[src/design/trig_pkg.sv]
package trig_pkg;

    // channel and sample geometry
    localparam int NUM_CHAN         = 8;
    localparam int CHAN_BITS        = $clog2(NUM_CHAN);
    localparam int SAMPLES_PER_WORD = 8;
    localparam int IN_BITS          = 12;
    localparam int OUT_BITS         = 5;

    // wishbone widths
    localparam int WB_ADR_BITS = 22;
    localparam int WB_DAT_BITS = 32;

    // gain is unsigned fixed point, 4 fraction bits, so 16 is unity
    localparam int GAIN_BITS      = 8;
    localparam int GAIN_FRAC_BITS = 4;
    localparam logic [GAIN_BITS-1:0] GAIN_RESET = GAIN_BITS'(1 << GAIN_FRAC_BITS);

    // drop the gain fraction, then requantize 12 bits down to 5
    localparam int OUT_SHIFT = GAIN_FRAC_BITS + (IN_BITS - OUT_BITS);

    // signed diff (13b) times zero-extended gain (9b)
    localparam int PROD_BITS = (IN_BITS + 1) + (GAIN_BITS + 1);

    // output clamp range, -16 to 15
    localparam int SAT_MAX = (1 << (OUT_BITS - 1)) - 1;
    localparam int SAT_MIN = -(1 << (OUT_BITS - 1));

    localparam int CNT_BITS      = 16;
    // wide enough to hold 0..8 clipped lanes
    localparam int CLIP_SUM_BITS = $clog2(SAMPLES_PER_WORD + 1);

    // address map: channel in 12:10, register word in 7:2
    localparam int CHAN_LSB = 10;
    localparam int REG_LSB  = 2;
    localparam int REG_BITS = 6;
    // bits 21:13, 9:8 and 1:0 must be zero
    localparam logic [WB_ADR_BITS-1:0] ADR_ERR_MASK = 22'h3FE303;

    typedef logic signed [IN_BITS-1:0]  in_samp_t;
    typedef logic signed [OUT_BITS-1:0] out_samp_t;

    // lane 0 sits in the low bits
    typedef struct packed {
        in_samp_t [SAMPLES_PER_WORD-1:0] lane;
    } in_word_t;

    typedef struct packed {
        out_samp_t [SAMPLES_PER_WORD-1:0] lane;
    } out_word_t;

    typedef struct packed {
        logic                   cyc;
        logic                   stb;
        logic                   we;
        logic [WB_ADR_BITS-1:0] adr;
        logic [WB_DAT_BITS-1:0] dat;
        logic [3:0]             sel;
    } wb_req_t;

    typedef struct packed {
        logic                   ack;
        logic                   err;
        logic [WB_DAT_BITS-1:0] dat;
    } wb_rsp_t;

    // encodings match the word offset for the mapped registers
    typedef enum logic [1:0] {
        REG_GAIN    = 2'd0,
        REG_OFFSET  = 2'd1,
        REG_CLIPCNT = 2'd2,
        REG_NONE    = 2'd3
    } reg_sel_e;

    typedef struct packed {
        logic                   wr;
        logic                   rd;
        reg_sel_e               reg_sel;
        logic [WB_DAT_BITS-1:0] dat;
    } chan_req_t;

endpackage

[src/design/wb_readback.sv]
`timescale 1ns/1ps

module wb_readback
    import trig_pkg::*;
(
    input  logic                                  aclk,
    input  logic                                  rst_n_i,
    input  logic [CHAN_BITS-1:0]                  chan_i,
    input  logic                                  bad_adr_i,
    input  logic                                  req_valid_i,
    input  logic [NUM_CHAN-1:0][WB_DAT_BITS-1:0]  rd_dat_i,
    output wb_rsp_t                               wb_rsp_o
);

    logic rsp_busy;
    logic rsp_go;

    // the pulse on the bus now means the held request is done
    assign rsp_busy = wb_rsp_o.ack | wb_rsp_o.err;
    assign rsp_go   = req_valid_i && !rsp_busy;

    // one cycle response, registered at the same edge as the write
    always_ff @(posedge aclk) begin
        if (!rst_n_i) begin
            wb_rsp_o <= '0;
        end else begin
            wb_rsp_o.ack <= rsp_go && !bad_adr_i;
            wb_rsp_o.err <= rsp_go && bad_adr_i;
            // data only rides with ack, zero otherwise
            if (rsp_go && !bad_adr_i) begin
                wb_rsp_o.dat <= rd_dat_i[chan_i];
            end else begin
                wb_rsp_o.dat <= '0;
            end
        end
    end

    // ack and err are mutually exclusive
    a_ack_err_excl: assert property (
        @(posedge aclk) disable iff (!rst_n_i)
        !(wb_rsp_o.ack && wb_rsp_o.err)
    );

    // each response is a single cycle pulse
    a_single_pulse: assert property (
        @(posedge aclk) disable iff (!rst_n_i)
        rsp_busy |=> !(wb_rsp_o.ack || wb_rsp_o.err)
    );

endmodule

[config.mk]
export PLATFORM = sky130hd
export DESIGN_NAME = wb_readback
export DESIGN_NICKNAME = d
export VERILOG_FILES = /design/src/design/trig_pkg.sv /design/src/design/wb_readback.sv
export SDC_FILE = /design/constraint.sdc
export NUM_CORES = 1
export LEC_CHECK = 0
export BUFFER_PORTS_ARGS = -buffer_cell sky130_fd_sc_hd__buf_2
export CORE_AREA = 2 2 116 118
export DETAILED_ROUTE_END_ITERATION = 16
export DIE_AREA = 0 0 118 120
export SLEW_MARGIN = 5
export SYNTH_ARGS = -nofsm -noshare
export SYNTH_HDL_FRONTEND = slang
export SYNTH_SLANG_ARGS = --single-unit
[constraint.sdc]
create_clock -name aclk -period 1.62 [get_ports aclk]
set_input_delay 0.243 -clock aclk [delete_from_list [all_inputs] [get_ports aclk]]
set_output_delay 0.243 -clock aclk [all_outputs]
set_load 0.005 [all_outputs]
Yosys cells after proc, flatten, opt, wreduce, memory -nomap -nowiden. Index checks and enable logic that the tools add are counted.

Bits in registers: 34. Bits of input ports: 263. Output and inout port bits: 34. Word-level logic and storage cells: 13.

$lt $le $gt $ge: 1. Mux-type cells: 2. Bitwise gates (word level): 1. Reductions and logical operators: 6.

Operators with widths (count): 32-bit binary-select mux with 3-bit select (1); 32-bit 2-to-1 mux (1); 3-bit by 4-bit < comparator with 1-bit output, second input constant (1); 1-bit logical AND (3); 1-bit zero test (2); 2-bit AND reduction (1); 1-bit OR (1).

Longest topological paths before layout.
Depth after elaboration: 5. Depth in mapped cells: 4. Mapped depth without buffers: 3.

Worst setup path after synthesis. No wires, ideal clock.

Kind: input port to flip-flop. Start point: in chan_i[0]. End point: reg wb_rsp_o[13] in the netlist's numbering. Setup time: 0.117 ns. Arrival time: 1.268 ns. Data required time: 1.503 ns. Setup slack: 0.235 ns. Stages: 4. Path buffers: 2. Cell sequence: buf_6 -> buf_6 -> mux4_2 -> a22o_1.

Longest elaborated chain between the ends: 2.

RTL lines: from (decl) (line wb_readback.sv:8) `input logic [CHAN_BITS-1:0] chan_i,`; 32-bit binary-select mux with 3-bit select (line wb_readback.sv:31) `wb_rsp_o.dat <= rd_dat_i[chan_i];`; 32-bit 2-to-1 mux (implied by the code) (line wb_readback.sv:31); to (decl) (line wb_readback.sv:12) `output wb_rsp_t wb_rsp_o`.

Every way passes these cells. The select of a mux whose other input is x is not followed. A chain may end at the register's enable or synchronous reset.

Worst setup path after layout.
Start point: reg wb_rsp_o[33] in the netlist's numbering. End point: reg wb_rsp_o[15] in the netlist's numbering.

Longest elaborated chain between the ends: 5.

RTL lines: 1-bit OR (line wb_readback.sv:19) `assign rsp_busy = wb_rsp_o.ack | wb_rsp_o.err;`; 1-bit zero test (line wb_readback.sv:20) `assign rsp_go = req_valid_i && !rsp_busy;`; 1-bit logical AND (line wb_readback.sv:20); 1-bit logical AND (line wb_readback.sv:30) `if (rsp_go && !bad_adr_i) begin`; 2-bit AND reduction (no line).

Every way passes these cells.

==> metrics.txt <==
outcome complete, no violations; Post-CTS Setup Bufs 0; layout cells sized above 1 0.8049; CP Max Fanout 32; Pwr per Cell Area 601.8 nW/um2; initial drt markers 136; clock network latency to the later pin of the worst-skew pair 0.28 ns; top post-synthesis cells by area mux4_2 38%, dfxtp_1 25%, mux4_1 19%, a22o_1 10%, buf_6 3.0%; DP Cell Count 614; first-pass GRT wire length 15.88 mm; initial core utilization 0.2058; Arr. time, crit path 1.49 ns; grt ovf 0; Min-Delay Path Class primary input to register; syn nets 418; post_cts resized 0; Seq cells post-synth 34; DR vias 2931; most frequent cells after synthesis 45 x mux4_2, 34 x dfxtp_1, 32 x a22o_1; Largest Register wb_rsp_o; H-tree levels 2; Reg area 680.7 um2; Reg clk slew, reported paths 0.05 ns; crit start category register; GRT Overall Usage 0.1467; Routed WL per cell 17.31 um; Top FF cell, synth dfxtp_1; routed wire length 10.77 mm; Cell variety after synth 14; fillers 1296; antenna-violating nets left 0; vias per inst 4.712; CTS Buf Count 5; largest net degree at the start of global routing 33; CP peak stage delay 0.31 ns; hold buffers post-CTS 0; actual slew at the worst max-slew pin 0.2777 ns; RSZ-0062 raised after global routing no; Inserted Diodes 0; Highest Clock Rate 0.7857 GHz; DP Wirelength 8.974 mm; core box area 12980 um2; IO Port Bufs 296; Root Buffer clkbuf_16; Largest regs wb_rsp_o x34; Setup violations, final 0; leakage power 2.253 nW; I/O pins 297; cell count after synthesis 155; worst rel slew slack 0.8146; critical path cell sequence nand3b_4 > nor4b_4 > buf_12 > a22o_1; Die Area 14160 um2; initial antenna violation count 0; RePlAce Congestion 0.8401; Hold Slack 0.2354 ns; row count 42; synth warn 0; Setup TNS Final 0 ns; MaxCap Viol Count 0; post-synth top area share 0.3794; crit path time final 1.273 ns; post-synthesis sequential area ratio 0.2548; Tot Pwr 0.002738 W; Tcrit/Tclk final 0.7856; CP required 1.84 ns; CP endpoint kind register; CTS Sinks 34; CP max stage cell dfxtp_1; Layout Nets 708; area leader, netlist mux4_2; Die Span X 118 um; number of flip-flops under the largest register name 34; multi-input logic area 1871 um2; Post-synth EDFFs 0; DRT Pass-1 Iters 4; die extent in y 120 um; VDD IR max 0.3171 mV; Syn Area/Cell 17.23 um2; CTS tree built; Worst Skew 0.003402 ns; critical path class register to register; Post-Layout Cell Count 622; Synth Cell Area 2671 um2; Slew Viols, Final 0; synth-to-layout area growth 70.30%; Longest Clk Path Bufs 2; top-count cell post-synth mux4_2; Fin. Hold Viols 0; FFs w/ async S/R, synth 0; drt drc 0; vias in the first global route 3002
==> logic make-up after synthesis <==
| group | share of synthesized area |
|---|---|
| AO/OA/AOI/OAI | 0.1049 |
| buffers and inverters | 0.05152 |
| flip-flops | 0.2548 |
| multiplexers | 0.5663 |
| AND/OR/NAND/NOR | 0.02248 |
==> cell type report <==
cell class	count	share of cell area
Clock buffer	8	0.03658
Multi-Input combinational cell	101	0.4112
Sequential cell	34	0.1496
Tap cell	176	0.04840
Timing Repair Buffer	303	0.3542
==> cell usage in the layout (no fill, tap or decap), drive strengths merged <==
cell type  Yosys  routed
nor4           1       1
nor3b          1       1
buf           16     303
dfxtp         34      34
clkbuf         4       8
nor3           1       1
nor4b          1       1
nand3b         1       1
a22o          32      32
mux4          64      64
==> metrics by stage <==
stage,worst slack (ns),area [um2],util
CTS,0.3368,4549,0.3505
floorplan,0.2350,2671,-
global route,0.2939,4549,0.3505
finish,0.3473,4549,0.3505
global placement,0.05793,4383,0.3377
detailed placement,0.03277,4383,0.3377
==> layer usage <==
layer | GRT usage | wire (um)
met5 | 0 | 0
met4 | 0.05949 | 251
met3 | 0.04420 | 926
met2 | 0.2649 | 5570
met1 | 0.1604 | 4018
==> worst max-delay path, delay by kind of cell (launching register included) <==
family / cells / cell delay [ns]
AOI/OAI and AO/OA: 1 / 0.17
buffers and inverters: 1 / 0.24
DFF: 1 / 0.31
and+or+nand+nor: 2 / 0.48
==> path summary, 6_finish.rpt <==
path	startpoint	endpoint	slack [ns]	depth (start not counted)
max	wb_rsp_o[33]$_SDFF_PN0_	wb_rsp_o[15]$_SDFF_PN0_	0.35	4
min	bad_adr_i	wb_rsp_o[33]$_SDFF_PN0_	0.24	2
max reg2reg	wb_rsp_o[33]$_SDFF_PN0_	wb_rsp_o[15]$_SDFF_PN0_	0.35	4
min reg2reg	wb_rsp_o[33]$_SDFF_PN0_	wb_rsp_o[33]$_SDFF_PN0_	0.59	2
==> power breakdown <==
group / total, W / internal (W) / switching [W]
clock network: 0.00106 / 0.000696 / 0.000361
logic: 0.000803 / 0.000533 / 0.000270
registers: 0.000878 / 0.000867 / 0.0000106
No activity file was read; power rests on OpenSTA's default activity.
