`config.mk`:
```
export PLATFORM = sky130hd
export DESIGN_NAME = trigger_chain
export DESIGN_NICKNAME = d
export VERILOG_FILES = /design/src/design/trig_pkg.sv /design/src/design/trigger_chain.sv
export SDC_FILE = /design/constraint.sdc
export NUM_CORES = 2
export LEC_CHECK = 0
export ABC_AREA = 1
export BUFFER_PORTS_ARGS = -buffer_cell sky130_fd_sc_hd__clkbuf_2
export CAP_MARGIN = 25
export CORE_ASPECT_RATIO = 1.1
export CORE_MARGIN = 1.5
export CORE_UTILIZATION = 50
export DETAILED_ROUTE_END_ITERATION = 16
export GPL_TIMING_DRIVEN = 0
export PLACE_DENSITY_LB_ADDON = 0.08
export SLEW_MARGIN = 40
export SYNTH_ARGS = -nofsm -noshare
export SYNTH_HDL_FRONTEND = slang
export SYNTH_SLANG_ARGS = --single-unit
```
`constraint.sdc`:
```
create_clock -name aclk -period 16.15 [get_ports aclk]
set_clock_uncertainty 0.05 [all_clocks]
set_input_delay 3.23 -clock aclk [delete_from_list [all_inputs] [get_ports aclk]]
set_output_delay 3.23 -clock aclk [all_outputs]
set_load 0.1 [all_outputs]
```
`src/design/trig_pkg.sv`:
```
package trig_pkg;

    // channel and sample geometry
    localparam int NUM_CHAN         = 8;
    localparam int CHAN_BITS        = $clog2(NUM_CHAN);
    localparam int SAMPLES_PER_WORD = 8;
    localparam int IN_BITS          = 12;
    localparam int OUT_BITS         = 5;

    // wishbone widths
    localparam int WB_ADR_BITS = 22;
    localparam int WB_DAT_BITS = 32;

    // gain is unsigned fixed point, 4 fraction bits, so 16 is unity
    localparam int GAIN_BITS      = 8;
    localparam int GAIN_FRAC_BITS = 4;
    localparam logic [GAIN_BITS-1:0] GAIN_RESET = GAIN_BITS'(1 << GAIN_FRAC_BITS);

    // drop the gain fraction, then requantize 12 bits down to 5
    localparam int OUT_SHIFT = GAIN_FRAC_BITS + (IN_BITS - OUT_BITS);

    // signed diff (13b) times zero-extended gain (9b)
    localparam int PROD_BITS = (IN_BITS + 1) + (GAIN_BITS + 1);

    // output clamp range, -16 to 15
    localparam int SAT_MAX = (1 << (OUT_BITS - 1)) - 1;
    localparam int SAT_MIN = -(1 << (OUT_BITS - 1));

    localparam int CNT_BITS      = 16;
    // wide enough to hold 0..8 clipped lanes
    localparam int CLIP_SUM_BITS = $clog2(SAMPLES_PER_WORD + 1);

    // address map: channel in 12:10, register word in 7:2
    localparam int CHAN_LSB = 10;
    localparam int REG_LSB  = 2;
    localparam int REG_BITS = 6;
    // bits 21:13, 9:8 and 1:0 must be zero
    localparam logic [WB_ADR_BITS-1:0] ADR_ERR_MASK = 22'h3FE303;

    typedef logic signed [IN_BITS-1:0]  in_samp_t;
    typedef logic signed [OUT_BITS-1:0] out_samp_t;

    // lane 0 sits in the low bits
    typedef struct packed {
        in_samp_t [SAMPLES_PER_WORD-1:0] lane;
    } in_word_t;

    typedef struct packed {
        out_samp_t [SAMPLES_PER_WORD-1:0] lane;
    } out_word_t;

    typedef struct packed {
        logic                   cyc;
        logic                   stb;
        logic                   we;
        logic [WB_ADR_BITS-1:0] adr;
        logic [WB_DAT_BITS-1:0] dat;
        logic [3:0]             sel;
    } wb_req_t;

    typedef struct packed {
        logic                   ack;
        logic                   err;
        logic [WB_DAT_BITS-1:0] dat;
    } wb_rsp_t;

    // encodings match the word offset for the mapped registers
    typedef enum logic [1:0] {
        REG_GAIN    = 2'd0,
        REG_OFFSET  = 2'd1,
        REG_CLIPCNT = 2'd2,
        REG_NONE    = 2'd3
    } reg_sel_e;

    typedef struct packed {
        logic                   wr;
        logic                   rd;
        reg_sel_e               reg_sel;
        logic [WB_DAT_BITS-1:0] dat;
    } chan_req_t;

endpackage

```
`src/design/trigger_chain.sv`:
```
`timescale 1ns/1ps

module trigger_chain
    import trig_pkg::*;
(
    input  logic                   aclk,
    input  logic                   rst_n_i,
    input  logic                   agc_reset_i,
    input  chan_req_t              req_i,
    output logic [WB_DAT_BITS-1:0] rd_dat_o,
    input  in_word_t               dat_i,
    output out_word_t              dat_o
);

    typedef logic signed [PROD_BITS-1:0] prod_t;

    logic [GAIN_BITS-1:0]         gain_q;
    in_samp_t                     offset_q;
    logic [CNT_BITS-1:0]          cnt_q;
    logic [CNT_BITS:0]            cnt_sum;
    prod_t [SAMPLES_PER_WORD-1:0] prod_d;
    prod_t [SAMPLES_PER_WORD-1:0] prod_q;
    out_word_t                    sat_d;
    logic [CLIP_SUM_BITS-1:0]     clip_sum;
    logic                         cnt_clr;
    logic                         gain_wr;

    assign gain_wr = req_i.wr && (req_i.reg_sel == REG_GAIN);

    // gain and offset registers
    // a write lands at edge N and shapes samples taken from N+1
    always_ff @(posedge aclk) begin
        if (!rst_n_i) begin
            gain_q   <= GAIN_RESET;
            offset_q <= '0;
        end else begin
            if (gain_wr) begin
                gain_q <= req_i.dat[GAIN_BITS-1:0];
            end
            if (req_i.wr && (req_i.reg_sel == REG_OFFSET)) begin
                offset_q <= req_i.dat[IN_BITS-1:0];
            end
        end
    end

    // stage 1: (sample - offset) * gain, full precision
    always_comb begin
        prod_t diff;
        for (int i = 0; i < SAMPLES_PER_WORD; i++) begin
            diff      = prod_t'(dat_i.lane[i]) - prod_t'(offset_q);
            // gain is unsigned, so pad a zero before the signed multiply
            prod_d[i] = diff * prod_t'({1'b0, gain_q});
        end
    end

    // stage 2: shift down to 5 bits and clamp, counting clipped lanes
    always_comb begin
        prod_t shifted;
        clip_sum = '0;
        for (int i = 0; i < SAMPLES_PER_WORD; i++) begin
            shifted = prod_q[i] >>> OUT_SHIFT;
            if (shifted > prod_t'(SAT_MAX)) begin
                sat_d.lane[i] = out_samp_t'(SAT_MAX);
                clip_sum      = clip_sum + 1'b1;
            end else if (shifted < prod_t'(SAT_MIN)) begin
                sat_d.lane[i] = out_samp_t'(SAT_MIN);
                clip_sum      = clip_sum + 1'b1;
            end else begin
                sat_d.lane[i] = shifted[OUT_BITS-1:0];
            end
        end
    end

    // two pipeline registers, output zero out of reset
    always_ff @(posedge aclk) begin
        if (!rst_n_i) begin
            prod_q <= '0;
            dat_o  <= '0;
        end else begin
            prod_q <= prod_d;
            dat_o  <= sat_d;
        end
    end

    // clip counter, saturating
    // clear on agc_reset_i or any write to the count register, clear wins
    assign cnt_clr = agc_reset_i || (req_i.wr && (req_i.reg_sel == REG_CLIPCNT));
    assign cnt_sum = {1'b0, cnt_q} + (CNT_BITS + 1)'(clip_sum);

    always_ff @(posedge aclk) begin
        if (!rst_n_i || cnt_clr) begin
            cnt_q <= '0;
        end else if (cnt_sum[CNT_BITS]) begin
            cnt_q <= '1;
        end else begin
            cnt_q <= cnt_sum[CNT_BITS-1:0];
        end
    end

    // readback mux, offset is the only signed register
    always_comb begin
        case (req_i.reg_sel)
            REG_GAIN:    rd_dat_o = WB_DAT_BITS'(gain_q);
            REG_OFFSET:  rd_dat_o = {{(WB_DAT_BITS - IN_BITS){offset_q[IN_BITS-1]}}, offset_q};
            REG_CLIPCNT: rd_dat_o = WB_DAT_BITS'(cnt_q);
            default:     rd_dat_o = '0;
        endcase
    end

    // count only moves down through a clear
    a_cnt_monotonic: assert property (
        @(posedge aclk) disable iff (!rst_n_i)
        !cnt_clr |=> (cnt_q >= $past(cnt_q))
    );

    // gain holds unless the bus writes it
    a_gain_stable: assert property (
        @(posedge aclk) disable iff (!rst_n_i)
        !gain_wr |=> $stable(gain_q)
    );

endmodule

```
**Yosys cells after proc, flatten, opt, wreduce, memory -nomap -nowiden**

Index checks and enable logic that the tools add are counted.

- Add/sub/neg operators: 16
- $mul: 8
- Order comparisons: 16
- Equal/unequal tests: 2
- Mux-type cells: 34
- Bitwise logic cells: 1
- Reductions and logical operators: 15

Operator list:

| operator | number |
|---|---|
| multiplier 13 x 9 -> 22 bit | 8 |
| subtractor 12 x 12 -> 13 bit | 8 |
| case mux 32 bit (3 select lines) | 1 |
| greater-than comparator 11 x 5 -> 1 bit, second input constant | 8 |
| < comparator 11 x 5 -> 1 bit, second input constant | 8 |
| two-way mux 4 bit | 22 |
| two-way mux 5 bit | 8 |
| adder 4 x 1 -> 4 bit, second input constant | 7 |
| adder 16 x 4 -> 17 bit | 1 |
| two-way mux 16 bit | 1 |
| OR reduction 2 bit | 8 |
| logical AND 1 bit | 3 |
| equality test 2 x 1 -> 1 bit, second input constant | 1 |
| equality test 2 bit, second input constant | 1 |
| logical NOT 2 bit | 1 |
| logical OR 1 bit | 2 |
| two-way mux 1 bit | 2 |
| logical NOT 1 bit | 1 |
| inverter 1 bit | 1 |

- Register bits: 252
- Bits of input ports: 135
- Output and inout port bits: 72
- Word-level logic and storage cells: 119

**Depth between registers and ports, before layout**

- Word-level depth: 26
- Mapped depth: 44

**Worst setup path before layout**

Ideal clock, no wire load.

- Kind: input to output
- Start point: in req_i[32] in the netlist's numbering
- End point: out rd_dat_o[11]
- Arrival: 6.592 ns
- Path slack: 6.278 ns
- Stages: 6
- Path buffers: 0
- Path through: inv_1 > nor2_1 > inv_1 > nor2_1 > inv_1 > o21ai_0

- Word-level cells in the longest chain between the ends: 2
- Elaborated cells on any way between the ends: 4
- Classes of those cells: eq/ne (2); mux (1); reduce/logical (1)

RTL lines:

| element | RTL line | source |
|---|---|---|
| from (decl) | trigger_chain.sv:9 | `input chan_req_t req_i,` |
| equality test 2 bit (tied with other cells) | trigger_chain.sv:102 | `case (req_i.reg_sel)` |
| case mux 32 bit (3 select lines) (*) | trigger_chain.sv:102 |  |
| to (decl) | trigger_chain.sv:10 | `output logic [WB_DAT_BITS-1:0] rd_dat_o,` |

Mark *: on every way between the ends. The rest lies on a longest branch, timed or not.

**Final worst setup path**

- Start point: in dat_i[72] in the netlist's numbering
- End point: reg prod_q[153] in the netlist's numbering

- Word-level cells in the longest chain between the ends: 2

RTL lines:

| element | RTL line | source |
|---|---|---|
| from (decl) | trigger_chain.sv:11 | `input in_word_t dat_i,` |
| subtractor 12 x 12 -> 13 bit | trigger_chain.sv:50 | `diff = prod_t'(dat_i.lane[i]) - prod_t'(offset_q);` |
| multiplier 13 x 9 -> 22 bit | trigger_chain.sv:52 | `prod_d[i] = diff * prod_t'({1'b0, gain_q});` |
| to (signal assigned) | trigger_chain.sv:80 | `prod_q <= prod_d;` |
| to (decl) | trigger_chain.sv:22 | `prod_t [SAMPLES_PER_WORD-1:0] prod_q;` |

No other way between the ends.
A chain may end at the register's enable or synchronous reset.

==> impl_metrics.yaml <==
setup_path:
  endpoint: "prod_q[153]"
  startpoint: "dat_i[72]"
  cpMostUsedCell: "nand2_1"
  cp_data_arrival_time_ns: 9.71
  timing.rr.end: "prod_q[153]"
  cp_slowest_stage_delay_ns: 0.56
  rr_startpoint: "offset_q[2]"
  path_depth: 36
  path_buf_inv: 7
  cp.required_ns: 16.47
  critical_path_class: "input port to flop"
  critPathLaunchType: "input port"
  end_kind: "flop"
  critPathMaxFanout: 6
  critPathTopFamily: "adder cells"
  cp_slowest_cell: "fa_1"
  reg2reg_depth: 32
  ff2ff_setup_slack_ns: 8.85
routing:
  vias: 32940
  top_layer_used: "met5"
  drc_errors: 0
  dr.pass1.iters: 6
  wl_per_cell_um: 18.83
  m1WireLength_um: 51530
  ant_nets: 0
  wl_met2_um: 55730
  drt-vias-per-instance: 5.145
  wl_met3_um: 7640
  drt-initial-drc-count: 2274
  wl_um: 120500
grt:
  grt_max_degree: 20
  grt_pass1_wl_um: 184400
  grt_pass1_vias: 31770
  track_usage_pct: 31.56
  antenna_found_initial: 7
  grt_remaining_overflow: 0
final_layout:
  drive_gt1_share_pct: 8.218
  fin_nets: 6588
  diodes: 0
  area_growth_syn_to_layout_pct: 7.921
  multi_input_area_um2: 29930
  layout_commonest_cell: "inv_1"
  layout_common_cells: "1,341 x inv_1, 879 x nand2_1, 673 x fa_1"
  nFillCells: 7670
  seqCellArea_um2: 3284
clock_tree:
  cts.path.max_buffers: 2
  clock_sinks: 164
  cts_inserted_buffers: 17
  clock_latency_ns: 0.53
  cts_hold_buffers: 0
  cts_resized: 0
  cts_tree: "done"
  post-cts-setup-buffers: 0
  path_clk_slew_ns: 0.07
  h-tree-depth: 4
  cts_root_buffer: "clkbuf_16"
power:
  power.total_mw: 4.888
  power.density_nw_per_um2: 116.6
  leakage_nw: 23.12
  irDropWorstVdd_mv: 0.2030
synth:
  netlist_instances: 5144
  synth_seq_cells: 164
  synth_cell_types: 58
  ys_warn_count: 0
  synth-seq-area-share_pct: 8.449
  syn_avg_cell_area_um2: 7.554
  synthesis.area_um2: 38860
  syn_nets: 6379
floorplan:
  num_rows: 107
  dieArea_um2: 79400
  coreArea_um2: 77250
  io-pin-count: 207
  die_x_um: 268.8
  dieHeight_um: 295.4
  start_util_pct: 50.31
sta:
  rsz0062_at_grt: "no"
  worst_hold_slack_ns: 0.3951
  timing.fmax_ghz: 0.1064
  layout_setup_ws_ns: 6.755
  period_needed_ns: 9.395
  worstMarginPinSlew_ns: 0.9692
  hold_viol_final: 0
  fin_tns_setup_ns: 0
  relSlewSlack_pct: 35.39
  min_period_over_period_pct: 58.17
  setup_violations: 0
  drv_slew: 0
worst_hold_path:
  hp-class: "flop to flop"
  hold_start: "prod_q[165]"
placement:
  pre_cts_ws_ns: 6.293
  dpl.hpwl_um: 99410
  portBuffers: 184
  gp_congestion: 0.9338
status:
  status: "complete, no violations"
run:
  maxCapViolations: 0
==> power by group <==
part | switching (mW) | internal (mW)
registers | 0.0615 | 0.547
logic | 2.54 | 1.28
clock network | 0.244 | 0.214
total | 2.85 | 2.04
==> through the flow <==
stage | instance area, µm² | std cells | util (%)
after global routing | 41940 | 6401 | 54.29
final | 41940 | 6401 | 54.29
after floorplan | 38860 | 5144 | -
after detailed placement | 41310 | 6369 | 53.48
after global placement | 41080 | 6363 | 53.17
after CTS | 41930 | 6401 | 54.28
==> Yosys cell counts, drive strengths merged <==
library cell	number	area, µm²
o31ai	12	95.09
xnor2	37	324.1
a211oi	9	67.56
a22oi	9	111.4
nand4	37	231.5
inv	1361	5111
xor2	33	289.0
ha	427	5343
clkinv	2	8.750
a41o	1	10.01
and2	3	18.77
o211ai	5	37.54
fa	673	13470
nand2	903	3493
nor4	11	87.59
nand3b	5	37.54
or2	75	471.7
a21oi	271	1360
o21bai	16	120.1
nor3	36	190.2
nor2	625	2361
o221ai	15	131.4
a311oi	1	8.760
dfxtp	164	3283
o21a	27	202.7
o2111ai	1	8.760
a31oi	18	112.6
a21o	11	82.58
nand3	85	485.5
clkbuf	94	352.8
nor3b	1	7.510
o22ai	1	6.260
a21boi	4	30.03
a221oi	3	26.28
buf	34	195.2
o221a	1	11.26
o21ai	133	673.1
==> cells by family after synthesis <==
logic type	synth area share [%]
buf+inv	14.59
compound gates	7.966
simple gates	19.00
xor+xnor	1.578
flops	8.449
fa+ha+maj	48.42
==> metal layers <==
metal / up-vias / global-route usage [%]
met1: 16020 / 42.08
met3: 195 / 3.865
met4: 2 / 13.81
met5: - / 0
met2: 953 / 51.53
li1: 15770 / -
==> worst min path at each step <==
stage	to	cells after the start	slack (ns)
floorplan	dat_o[0]	2	0.37
global placement	dat_o[37]	2	0.37
detailed placement	dat_o[37]	2	0.38
CTS	dat_o[36]	2	0.40
global route	dat_o[36]	2	0.42
finish	dat_o[35]	2	0.40
==> sequential cells by signal (all words and copies together), names as in the netlist <==
signal / cells
prod_q: 88
dat_o: 40
cnt_q: 16
offset_q: 12
gain_q: 8
==> worst register-to-register path: cells and delay by family, from the launching register on <==
| family | cells | cell delay [ns] |
|---|---|---|
| XOR/XNOR | 1 | 0.21 |
| flip-flops | 1 | 0.31 |
| adder cells (fa/ha/maj) | 6 | 2.80 |
| buffers and inverters | 4 | 0.64 |
| AO/OA/AOI/OAI | 9 | 1.50 |
| AND/OR/NAND/NOR | 12 | 1.63 |
==> final cells by class <==
cell class	count	area share (%)
multi-input cells	3489	71.37
repair buffers	190	2.572
clock buffers	18	1.047
plain buffers	128	1.453
clock inverters	14	0.4266
inverters	1363	12.21
flip-flops and latches	164	7.832
well taps	1035	3.088
(Power assumes the default switching activity.)
