File: src/design/trig_pkg.sv
package trig_pkg;

    // channel and sample geometry
    localparam int NUM_CHAN         = 8;
    localparam int CHAN_BITS        = $clog2(NUM_CHAN);
    localparam int SAMPLES_PER_WORD = 8;
    localparam int IN_BITS          = 12;
    localparam int OUT_BITS         = 5;

    // wishbone widths
    localparam int WB_ADR_BITS = 22;
    localparam int WB_DAT_BITS = 32;

    // gain is unsigned fixed point, 4 fraction bits, so 16 is unity
    localparam int GAIN_BITS      = 8;
    localparam int GAIN_FRAC_BITS = 4;
    localparam logic [GAIN_BITS-1:0] GAIN_RESET = GAIN_BITS'(1 << GAIN_FRAC_BITS);

    // drop the gain fraction, then requantize 12 bits down to 5
    localparam int OUT_SHIFT = GAIN_FRAC_BITS + (IN_BITS - OUT_BITS);

    // signed diff (13b) times zero-extended gain (9b)
    localparam int PROD_BITS = (IN_BITS + 1) + (GAIN_BITS + 1);

    // output clamp range, -16 to 15
    localparam int SAT_MAX = (1 << (OUT_BITS - 1)) - 1;
    localparam int SAT_MIN = -(1 << (OUT_BITS - 1));

    localparam int CNT_BITS      = 16;
    // wide enough to hold 0..8 clipped lanes
    localparam int CLIP_SUM_BITS = $clog2(SAMPLES_PER_WORD + 1);

    // address map: channel in 12:10, register word in 7:2
    localparam int CHAN_LSB = 10;
    localparam int REG_LSB  = 2;
    localparam int REG_BITS = 6;
    // bits 21:13, 9:8 and 1:0 must be zero
    localparam logic [WB_ADR_BITS-1:0] ADR_ERR_MASK = 22'h3FE303;

    typedef logic signed [IN_BITS-1:0]  in_samp_t;
    typedef logic signed [OUT_BITS-1:0] out_samp_t;

    // lane 0 sits in the low bits
    typedef struct packed {
        in_samp_t [SAMPLES_PER_WORD-1:0] lane;
    } in_word_t;

    typedef struct packed {
        out_samp_t [SAMPLES_PER_WORD-1:0] lane;
    } out_word_t;

    typedef struct packed {
        logic                   cyc;
        logic                   stb;
        logic                   we;
        logic [WB_ADR_BITS-1:0] adr;
        logic [WB_DAT_BITS-1:0] dat;
        logic [3:0]             sel;
    } wb_req_t;

    typedef struct packed {
        logic                   ack;
        logic                   err;
        logic [WB_DAT_BITS-1:0] dat;
    } wb_rsp_t;

    // encodings match the word offset for the mapped registers
    typedef enum logic [1:0] {
        REG_GAIN    = 2'd0,
        REG_OFFSET  = 2'd1,
        REG_CLIPCNT = 2'd2,
        REG_NONE    = 2'd3
    } reg_sel_e;

    typedef struct packed {
        logic                   wr;
        logic                   rd;
        reg_sel_e               reg_sel;
        logic [WB_DAT_BITS-1:0] dat;
    } chan_req_t;

endpackage

File: src/design/wb_chan_decode.sv
`timescale 1ns/1ps

module wb_chan_decode
    import trig_pkg::*;
(
    input  logic                          aclk,
    input  logic                          rst_n_i,
    input  wb_req_t                       wb_req_i,
    input  logic                          rsp_busy_i,
    output chan_req_t [NUM_CHAN-1:0]      chan_req_o,
    output logic                          bad_adr_o,
    output logic [CHAN_BITS-1:0]          chan_o
);

    logic [REG_BITS-1:0] reg_idx;
    reg_sel_e            reg_sel;
    logic                req_go;
    logic [NUM_CHAN-1:0] access;

    // any bit outside the channel and register fields is an error
    assign bad_adr_o = |(wb_req_i.adr & ADR_ERR_MASK);
    assign chan_o    = wb_req_i.adr[CHAN_LSB +: CHAN_BITS];
    assign reg_idx   = wb_req_i.adr[REG_LSB +: REG_BITS];

    // only a fresh, well formed request reaches a channel
    // while ack/err is showing the master still holds the old request
    assign req_go = wb_req_i.cyc && wb_req_i.stb && !rsp_busy_i && !bad_adr_o;

    // register word to select, everything past 0x08 reads as none
    always_comb begin
        case (reg_idx)
            REG_BITS'(0): reg_sel = REG_GAIN;
            REG_BITS'(1): reg_sel = REG_OFFSET;
            REG_BITS'(2): reg_sel = REG_CLIPCNT;
            default:      reg_sel = REG_NONE;
        endcase
    end

    // fan the request out, strobes only for the addressed channel
    always_comb begin
        for (int i = 0; i < NUM_CHAN; i++) begin
            chan_req_o[i].wr      = req_go && wb_req_i.we && (chan_o == CHAN_BITS'(i));
            chan_req_o[i].rd      = req_go && !wb_req_i.we && (chan_o == CHAN_BITS'(i));
            chan_req_o[i].reg_sel = reg_sel;
            chan_req_o[i].dat     = wb_req_i.dat;
        end
    end

    // per channel access strobe, used by the check below
    always_comb begin
        for (int i = 0; i < NUM_CHAN; i++) begin
            access[i] = chan_req_o[i].wr | chan_req_o[i].rd;
        end
    end

    // one channel at most is touched per cycle
    a_one_chan: assert property (
        @(posedge aclk) disable iff (!rst_n_i)
        $onehot0(access)
    );

endmodule

File: config.mk
export PLATFORM = sky130hd
export DESIGN_NAME = wb_chan_decode
export DESIGN_NICKNAME = d
export VERILOG_FILES = /design/src/design/trig_pkg.sv /design/src/design/wb_chan_decode.sv
export SDC_FILE = /design/constraint.sdc
export NUM_CORES = 1
export LEC_CHECK = 0
export BUFFER_PORTS_ARGS = -buffer_cell sky130_fd_sc_hd__buf_2
export CORE_AREA = 2 2 137 139
export DETAILED_ROUTE_END_ITERATION = 10
export DIE_AREA = 0 0 139 141
export PLACE_DENSITY = 0.42
export SLEW_MARGIN = 20
export SYNTH_ARGS = -nofsm -noshare
export SYNTH_HDL_FRONTEND = slang
export SYNTH_SLANG_ARGS = --single-unit
File: constraint.sdc
create_clock -name vclk -period 1.8
set_input_delay 0 -clock vclk [all_inputs]
set_output_delay 0 -clock vclk [all_outputs]
set_load 0.02 [all_outputs]
# Yosys cells after proc, flatten, opt, wreduce, memory -nomap -nowiden
# Cells that the tools add are included.
[classes]
eq_ne = 9
mux = 1
reduce_logical = 27
[op_table]
columns = ["operator", "n"]
rows = [
  ["1-bit logical AND", 21],
  ["13-bit OR reduction", 1],
  ["3-bit == test (second input constant)", 4],
  ["3-bit by 2-bit == test with 1-bit output (second input constant)", 2],
  ["6-bit by 1-bit == test with 1-bit output (second input constant)", 1],
  ["6-bit by 2-bit == test with 1-bit output (second input constant)", 1],
  ["6-bit zero test", 1],
  ["2-bit case mux with 3 select lines", 1],
  ["3-bit by 1-bit == test with 1-bit output (second input constant)", 1],
  ["1-bit zero test", 3],
  ["3-bit zero test", 1],
]
[word_totals]
ff_bits = 0
elab_cells = 37

# Depth between registers and ports, before layout
# Gate-level depths: netlist of the first run.
[logic_depth]
ltp_word = 5
mapped_depth = 4
depth_no_buf = 3

# Worst setup path before layout of the first run
# Ideal clock, no wire load.
[synth_timing]
path_type = "input port to output port"
startpoint = "input port wb_req_i[51] (netlist bit)"
endpoint = "output port chan_req_o[106] (netlist bit)"
arrival_time_ns = 1.392
setup_slack_ns = 0.408
cell_stages = 4
path_cell_list = "nor4_2 nand3_2 buf_6 nor4_1"
[synth_rtl]
columns = ["element", "line", "source"]
rows = [
  ["start, declared", "wb_chan_decode.sv:8", "input wb_req_t wb_req_i,"],
  ["end, declared", "wb_chan_decode.sv:10", "output chan_req_t [NUM_CHAN-1:0] chan_req_o,"],
]

==> summary.md, run 1 <==
| Metric | Value |
|---|---|
| Status | `completed` |
| Post-CTS Hold Fix Bufs | `0` |
| Startpoint Class | `input pin` |
| IO Count | `356` |
| First-pass DRT Iterations | `4` |
| Critical path peak fanout | `11` |
| GRT Max-Usage Layer | `met2` |
| DIE AREA | `19600 um^2` |
| Main area contributors after synthesis | `buf_4, nor4_1, nand2b_1` |
| Logic gate share of total power | `100.0%` |
| Switching power | `47.0 uW` |
| Synth-to-Final Area Change | `-63.4%` |
| Setup ws final | `0.380 ns` |
| Vias | `636` |
| Vias in the first global route | `630` |
| Clock Buffer Count | `0` |
| N_diodes | `0` |
| Die Span Y | `141 um` |
| Met2 usage | `under 10%` |
| Layout Nets | `roughly 160` |
| Row cnt | `50` |
| Met3 Use GR | `1.36%` |
| Largest net degree at the start of global routing | `12` |
| Final instance area | `841 um^2` |
| Die Span X | `roughly 140 um` |
| Core area | `between 15000 and 20000 um^2` |
| Worst Setup EP | `chan_req_o[143]` |
| Worst Setup End Kind | `output port` |
| Seq cells | `0` |
| Drt wl/cell | `8.72 um` |
| Initial core utilization | `12.6%` |
| DP HPWL | `2510 um` |
| First-pass GRT wire length | `3730 um` |
| Overall Global Routing Usage | `under 10%` |
| Cell Area, Synth | `roughly 2300 um^2` |
| Drt drc | `0` |
| Setup crit start | `wb_req_i[37]` |
| Sequential Area | `0 um^2` |
| # setup viols final | `0` |
| I/O Buffers | `between 60 and 70` |
| Setup TNS | `0 ns` |
| Sequential area share after synthesis | `0%` |
| Critical Path RT | `1.80 ns` |
| Met1 usage | `1.15%` |
| # resized after CTS | `0` |
| Setup Buffers After CTS | `0` |
| Commonest non-fill, non-tap cells in the layout | `buf_2, nor4_1, nand2b_1` |
| Leak | `0.279 nW` |
| Vias/cell | `1.92` |
| Post-Syn Nets | `373` |
| Peak VDD IR | `0.0395 mV` |
| Slew of the pin with the lowest slew margin | `0.363 ns` |
| Share of power burned in registers | `0%` |
| Core Util, Final | `4.60%` |
| Pins over their slew limit | `0` |
| Clock Power Share | `0%` |
| CP Data Arrival Time | `between 1 and 1.5 ns` |
| Syn Area/Cell | `around 7.4 um^2` |
| Layout cells sized above 1 | `70.4%` |
| Number of hold violations in the final report | `0` |
| Max-cap violation count | `0` |
| Commonest non-fill, non-tap cell in the layout | `buf_2` |
| Cell Int Power | `34.3 uW` |
| Initial antenna violation count | `0` |
| Power density cells | `96.7 nW/um^2` |
| Pre-CTS setup slack | `0.399 ns` |
| Drt first-iter violations | `5` |
| Dpl cell area | `about 840 um^2` |
| Antenna Violating Nets Remaining | `0` |
| RSZ-0062 raised after global routing | `false` |
| Netlist cell types | `12` |
| Synth Instances | `~310` |
| Yosys warns | `0` |
| Gr ovfl total | `0` |
| Max_slew headroom | `75.6%` |
| F_max | `704 MHz` |
| Period Utilization, post-route | `78.9%` |
| Worst min path class | `in -> out` |
| Area fraction of the dominant cell type after synthesis | `89.3%` |
| Sw Ratio | `57.8%` |
| Setup CP Type | `in -> out` |
| Post-synth top area cell | `buf_4` |
| Min Tclk post-route | `around 1.4 ns` |
| Routed wire length | `2890 um` |
| GPL Wtd Cong | `around 0.7` |
layer usage:
metal  wire, um  share of wire [%]
met4        326                 11
met3        671                 23
met5          0                  0
met1        520                 18
met2       1380                 48
layout make-up:
| class | count | area (um^2) |
|---|---|---|
| multi-input cells | 34 | 223 |
| fillers | 2187 | 17400 |
| well taps | 234 | 293 |
| repair buffers | 64 | 325 |
power by group through the flow:
stage               Sequential, mW  Clock, mW  Combinational (mW)
detailed placement               0          0              0.0832
global placement                 0          0              0.0822
CTS                              0          0              0.0835
global route                     0          0              0.0879
finish                           0          0              0.0813
floorplan                        0          0               0.875
Yosys cell counts:
master,number
buf_4,273
buf_6,2
nand2_1,2
nand2b_1,6
nand3_2,1
nand4_1,1
nand4b_1,1
nor2_1,1
nor3_1,1
nor4_1,17
nor4_2,2
or2_2,2
worst max-delay path: stages:
cell and delay (ns):
buf_2 0.09, nor3_1 0.29, nand4b_1 0.28, buf_4 0.26
nor4_1 0.28, buf_2 0.22
stage by stage:
stage / hold WS (ns) / total power, mW / cells
2_1_floorplan: 0.113 / 0.875 / 309
3_3_place_gp: 0.000577 / 0.0822 / 332
3_5_place_dp: 0.000577 / 0.0832 / 332
4_1_cts: 0.000577 / 0.0835 / 332
5_1_grt: 0.000124 / 0.0879 / 332
6_report: 0.0000262 / 0.0813 / 332
kinds of logic (layout without fill, tap and decap cells):
| family | count (synthesis) | in the layout | synth area share, % |
|---|---|---|---|
| buf+inv | 275 | 64 | 90.3 |
| simple gates | 34 | 34 | 9.71 |
worst min path at each step:
stage                      start  depth (start not counted)  slack (ns)              end
floorplan           wb_req_i[46]                          1        0.11        chan_o[0]
global placement    wb_req_i[30]                          0      0.0006   chan_req_o[98]
detailed placement  wb_req_i[30]                          0      0.0006   chan_req_o[98]
CTS                 wb_req_i[30]                          0      0.0006   chan_req_o[98]
global route         wb_req_i[6]                          0      0.0001  chan_req_o[146]
finish              wb_req_i[17]                          0     0.00003  chan_req_o[229]
Note: power is estimated with default switching activity, not from simulation.
==> run 2, diff against run 1 <==
ABC_AREA = 1   (was default)
PLACE_DENSITY = 0.43   (was 0.42)
clock period = 1.1 ns   (was 1.8 ns; I/O delays follow)
==> run 2 against run 1 <==
Flip-flop and latch count unchanged. Setup slack lost 0.33 ns. Cell area up 22%. Die area is the same. Sequential share of layout area did not move. Via count is 22% higher. Largest cell class unchanged.
==> summary.md, run 2 <==
| Metric | Value |
|---|---|
| Simple-gate portion of the synthesized area | `10.4% (+0.70 points)` |
| Seq cells | `0 (unchanged)` |
| Fillers | `2189 (+0.091%)` |
| Antenna Violating Nets Remaining | `0 (unchanged)` |
| Drt first-iter violations | `5 (unchanged)` |
| Startpoint Class | `input pin` |
| Post-route insts no fill | `348 (+4.8%)` |
| Pre-CTS setup slack | `-0.0599 ns (-0.458 ns)` |
| Vias | `777 (+22%)` |
| Setup crit start | `wb_req_i[36]` |
| Commonest non-fill, non-tap cell in the layout | `buf_2` |
| Die Span Y | `141 um (unchanged)` |
| Initial core utilization | `12.6% (+0.075 points)` |
| Largest net degree at the start of global routing | `9 (-3)` |
| # setup viols final | `0 (unchanged)` |
| Slew of the pin with the lowest slew margin | `0.300 ns (-0.0635 ns)` |
| First-pass GRT wire length | `5960 um (+60%)` |
| Slowest CP cell | `or2_4` |
| Main combinational cell family by area after synthesis | `buffers and inverters` |
| Cell Area, Synth | `2310 um^2 (+0.60%)` |
| Setup CP Type | `in -> out` |
| Routed wl met3 | `1040 um (+54%)` |
| Post-synth top area cell | `buf_4` |
| Setup ws final | `0.0550 ns (-0.325 ns)` |
| Layout Nets | `180 (+9.8%)` |
| Critical Path RT | `1.10 ns (-0.70 ns)` |
| Yosys warns | `0 (unchanged)` |
| Hold Crit Depth | `0 (unchanged)` |
| Drt drc | `0 (unchanged)` |
| Synth-to-Final Area Change | `-55.6%` |
| Netlist cell types | `11 (-1)` |
| Post-synthesis mux area share | `0% (unchanged)` |
| XOR/XNOR share of the synthesized area | `0% (unchanged)` |
| Hold path start | `wb_req_i[14]` |
| Period Utilization, post-route | `about 95%` |
| Slowest stage delay, CP | `0.24 ns (-0.05 ns)` |
| DP HPWL | `3810 um (+52%)` |
| Sequential area share after synthesis | `0% (unchanged)` |
| Most frequent cells after synthesis | `buf_4, nor2_1, nand3_1, nand2_1, inv_1` |
| Max-cap violation count | `0 (unchanged)` |
| Syn Area/Cell | `7.17 um^2 (-3.5%)` |
| Met1 WL | `697 um (+34%)` |
| Area fraction of the dominant cell type after synthesis | `88.8% (-0.53 points)` |
| IO Count | `356 (unchanged)` |
| Core Util, Final | `5.61% (+1.0 points)` |
| I/O Buffers | `62 (unchanged)` |
| Row cnt | `50 (unchanged)` |
| N_diodes | `0 (unchanged)` |
| Gr ovfl total | `0 (unchanged)` |
| CP top delay family | `simple AND/OR/NAND/NOR gates` |
| Leak | `0.363 nW (+30%)` |
| Post-CTS Hold Fix Bufs | `0 (unchanged)` |
| Buf/Inv on CP | `3 (unchanged)` |
| Setup TNS | `0 ns (unchanged)` |
| Commonest non-fill, non-tap cells in the layout | `buf_2, nor2_2, nor2_1, nand3_1, buf_4` |
| Complex-gate fraction of the synthesized area | `0% (unchanged)` |
| Core area | `18300 um^2 (unchanged)` |
| Synth Instances | `322 (+4.2%)` |
| Design Power | `145 uW (+79%)` |
| Power density cells | `142 nW/um^2 (+46%)` |
| Overall Global Routing Usage | `3.97% (+1.6 points)` |
| CP Data Arrival Time | `1.05 ns (-0.37 ns)` |
| Main area contributors after synthesis | `buf_4, nor2_1, nand4_4` |
| DIE AREA | `19600 um^2 (unchanged)` |
| Max_slew headroom | `80.0% (+4.4 points)` |
| WHS Endpoint | `chan_req_o[190]` |
| Post-synthesis adder-cell area fraction | `0% (unchanged)` |
| Vias in the first global route | `822 (+30%)` |
| Worst Setup End Kind | `output port` |
| Routed wire length | `4400 um (+52%)` |
| Min Tclk post-route | `roughly 1.0 ns` |
| GPL Wtd Cong | `0.587 (-17%)` |
| Most numerous cell in the Yosys netlist | `buf_4` |
| Placed cells | `346 (+4.2%)` |
| Post-Syn Nets | `386 (+3.5%)` |
| Status | `completed` |
| Sequential Area | `0 um^2 (unchanged)` |
| Peak VDD IR | `0.0620 mV (+57%)` |
| Vias/cell | `2.23 (+17%)` |
| Initial antenna violation count | `0 (unchanged)` |
| Top sig layer | `met4` |
| Die Span X | `139 um (unchanged)` |
| Number of hold violations in the final report | `0 (unchanged)` |
| F_max | `approximately 960 MHz` |
| Worst min path class | `in -> out` |
| Critical-path cell list | `buf_6 -> or2_4 -> nor2_4 -> nand4_4 -> buf_12 -> nor2_1 -> buf_4` |
| Critical path peak fanout | `8 (-3)` |
| Met2 WL | `1920 um (+39%)` |
| Clock Buffer Count | `0 (unchanged)` |
| First-pass DRT Iterations | `2 (-2)` |
| Layout cells sized above 1 | `75.4% (+5.0 points)` |
| Pins over their slew limit | `0 (unchanged)` |
| Drt wl/cell | `12.6 um (+45%)` |
## run 2: cell count changes in the layout (fill, tap and decap cells not counted), sizes merged, moves of 2 or more
cell / change
nand2b: -6
nand3b: +2
inv: +5
nand3: +7
nor4: -19
nor2: +25
nand2: +3
## run 2: cells by family (layout without fill, tap and decap cells)
logic type	count (synthesis)	in the layout
buf+inv	278	70
simple gates	44	44
## run 2: worst max-delay path by stage
stage	to	slack, ns	cells after the start
2_1_floorplan	chan_req_o[106]	0.24	4
3_3_place_gp	chan_req_o[179]	-0.06	6
3_5_place_dp	chan_req_o[179]	-0.06	6
4_1_cts	chan_req_o[142]	0.0001	6
5_1_grt	chan_req_o[34]	-0.01	7
6_report	chan_req_o[34]	0.05	7
## run 2: where the power goes
group,internal (mW),switching [mW],leakage [nW]
Sequential,0,0,0
Combinational,0.0601,0.0850,0.363
Clock,0,0,0
## run 2: routing by layer
metal / global-route usage [%] / vias up
met5: 0 / -
met4: 6.06 / 0
met3: 3.06 / 85
met2: 6.59 / 141
met1: 1.97 / 263
li1: - / 288
## run 2: cell type report
cell class         instances  area, um^2  area share, %
repair buffers            65         413           40.3
multi-input cells         44         300           29.3
well taps                234         293           28.6
inverters                  5        18.8           1.83
## run 2: metrics by stage
stage / hold slack (ns) / instance area, um^2
2_1_floorplan: 0.113 / 2310
3_3_place_gp: 0.000591 / 870
3_5_place_dp: 0.000591 / 870
4_1_cts: 0.000591 / 885
5_1_grt: 0.000114 / 1020
6_report: 0.0000222 / 1020
## run 2: timing repair
| item | CTS | global route |
|---|---|---|
| cloned | 0 | 0 |
| pin swaps | 3 | 17 |
| setup endpoints to repair | 5 | 16 |
| buffers inserted | 0 | 2 |
| resized for setup | 6 | 33 |
| hold endpoints to repair | 0 | 0 |
==> run 3, diff against run 2 <==
ABC_AREA = default   (was 1)
CORE_AREA = 2 2 136 138   (was 2 2 137 139)
DIE_AREA = 0 0 138 140   (was 0 0 139 141)
PLACE_DENSITY = 0.44   (was 0.43)
==> run 3 against run 2 <==
The run now ends with setup timing left. Flip-flop and latch count stayed put. Global-route usage shrank 1.6 points. Highest routed layer unchanged. Critical path depth fell by 1. Critical path type unchanged. Cell count is 3.2% lower. Core utilization increased by 1.2 points. Critical endpoint is now chan_req_o[214]. Power rose by 33%. Cell area up 19%. Die area shrank 1.4%. Combinational power increased by 32%.
==> summary.md, run 3 (synthesis gave the netlist of run 1 again) <==
| Metric | Value |
|---|---|
| Clock Buffer Count | `0 (unchanged)` |
| Setup TNS | `-1.33 ns (-1.33 ns)` |
| Max_slew headroom | `72.7% (-7.3 points)` |
| Peak VDD IR | `0.131 mV (+110%)` |
| Pins over their slew limit | `0 (unchanged)` |
| DIE AREA | `19300 um^2 (-1.4%)` |
| Met3 Use GR | `1.64% (-1.4 points)` |
| Status | `finished, violations left` |
| Commonest non-fill, non-tap cells in the layout | `buf_2, buf_4, nor4_4, buf_6, nand2b_1` |
| GPL Wtd Cong | `0.673 (+15%)` |
| Die Span Y | `140 um (-0.71%)` |
| Met1 usage | `1.75% (-0.21 points)` |
| Design Power | `192 uW (+33%)` |
| Worst Setup End Kind | `output port` |
| Core Util, Final | `6.85% (+1.2 points)` |
| Vias | `711 (-8.5%)` |
| Startpoint Class | `input pin` |
| Hold path start | `wb_req_i[5]` |
| Antenna Violating Nets Remaining | `0 (unchanged)` |
| IO Count | `356 (unchanged)` |
| Critical Path RT | `1.10 ns (about the same)` |
| Drt first-iter violations | `17 (+12)` |
| Largest net degree at the start of global routing | `17 (+8)` |
| Initial antenna violation count | `0 (unchanged)` |
| I/O Buffers | `62 (unchanged)` |
| CP Data Arrival Time | `1.21 ns (+0.16 ns)` |
| Seq cells | `0 (unchanged)` |
| Gr ovfl total | `0 (unchanged)` |
| Drt wl/cell | `8.90 um (-30%)` |
| Min Tclk post-route | `1.21 ns (+0.169 ns)` |
| # setup viols final | `16 (+16)` |
| Setup ws final | `-0.114 ns (-0.169 ns)` |
| Layout cells sized above 1 | `85.2% (+9.7 points)` |
| Pre-CTS setup slack | `-0.166 ns (-0.106 ns)` |
| DP HPWL | `2260 um (-41%)` |
| Hold WS | `0.0000262 ns (+0.00000401 ns)` |
| Drt drc | `0 (unchanged)` |
| Row cnt | `49 (-2.0%)` |
| Sequential Area | `0 um^2 (unchanged)` |
| Initial core utilization | `12.9% (+0.27 points)` |
| Layout Nets | `174 (-3.3%)` |
| Failing checks | `setup timing` |
| Worst min path class | `in -> out` |
| Core area | `17800 um^2 (-2.7%)` |
| Overall Global Routing Usage | `2.38% (-1.6 points)` |
| Routed wire length | `3000 um (-32%)` |
| Vias/cell | `2.11 (-5.5%)` |
| Period Utilization, post-route | `110% (+15 points)` |
| Dpl cell area | `1020 um^2 (+17%)` |
| Max-cap violation count | `0 (unchanged)` |
| Power density cells | `158 nW/um^2 (+12%)` |
| GRT Max-Usage Layer | `met2` |
| Critical path peak fanout | `16 (+8)` |
| Fillers | `2095 (-4.3%)` |
| Vias in the first global route | `643 (-22%)` |
| Leak | `0.467 nW (+29%)` |
| Slew of the pin with the lowest slew margin | `0.409 ns (+0.110 ns)` |
| Die Span X | `138 um (-0.72%)` |
| WHS Endpoint | `chan_req_o[109]` |
| Commonest non-fill, non-tap cell in the layout | `buf_2` |
| Setup CP Type | `in -> out` |
| N_diodes | `0 (unchanged)` |
| Final instance area | `1220 um^2 (+19%)` |
| Synth-to-Final Area Change | `-46.9%` |
| Hold Crit Depth | `0 (unchanged)` |
| RSZ-0062 raised after global routing | `true` |
| Met2 usage | `4.35% (-2.2 points)` |
| Post-route insts no fill | `337 (-3.2%)` |
| F_max | `824 MHz (-14%)` |
| First-pass DRT Iterations | `3 (+1)` |
| First-pass GRT wire length | `3800 um (-36%)` |
| Placed cells | `329 (-4.9%)` |
| Number of hold violations in the final report | `0 (unchanged)` |
[run 3: worst max path at each step]
stage / from / end / slack, ns / cells after the start
3_5_place_dp: wb_req_i[44] / chan_req_o[106] / -0.17 / 6
6_report: wb_req_i[51] / chan_req_o[214] / -0.11 / 6
2_1_floorplan: wb_req_i[51] / chan_req_o[214] / -0.15 / 3
4_1_cts: wb_req_i[44] / chan_req_o[106] / -0.12 / 6
5_1_grt: wb_req_i[51] / chan_req_o[214] / -0.18 / 6
3_3_place_gp: wb_req_i[51] / chan_req_o[106] / -0.24 / 6
[run 3: repair_timing]
action                                  CTS  global route
gates cloned                              1             0
pin swaps                                 2             1
endpoints found under the setup margin   16            17
buffers inserted                          8             1
hold endpoints to repair                  0             0
gates resized for setup                  18             8
hold buffers                              0             0
[run 3: where the power goes]
| group | leakage (nW) | total [mW] | switching (mW) | internal (mW) |
|---|---|---|---|---|
| combinational | 0.467 | 0.192 | 0.107 | 0.0852 |
| clock | 0 | 0 | 0 | 0 |
| sequential | 0 | 0 | 0 | 0 |
[run 3: area by class of cell]
class / instances / area [um^2] / share of cell area, %
Timing Repair Buffer: 74 / 518 / 42.5
Multi-Input combinational cell: 34 / 414 / 34.0
Tap cell: 229 / 287 / 23.5
[run 3: critical path: stages]
cell,delay [ns]
buf_6,0.10
nor4_4,0.30
nand3_2,0.14
buf_12,0.19
nor4_2,0.27
buf_2,0.20
[run 3: per-layer routing]
layer	vias up	wire [um]
met2	73	1590
met4	0	123
met5	-	0
li1	299	-
met1	306	678
met3	33	601
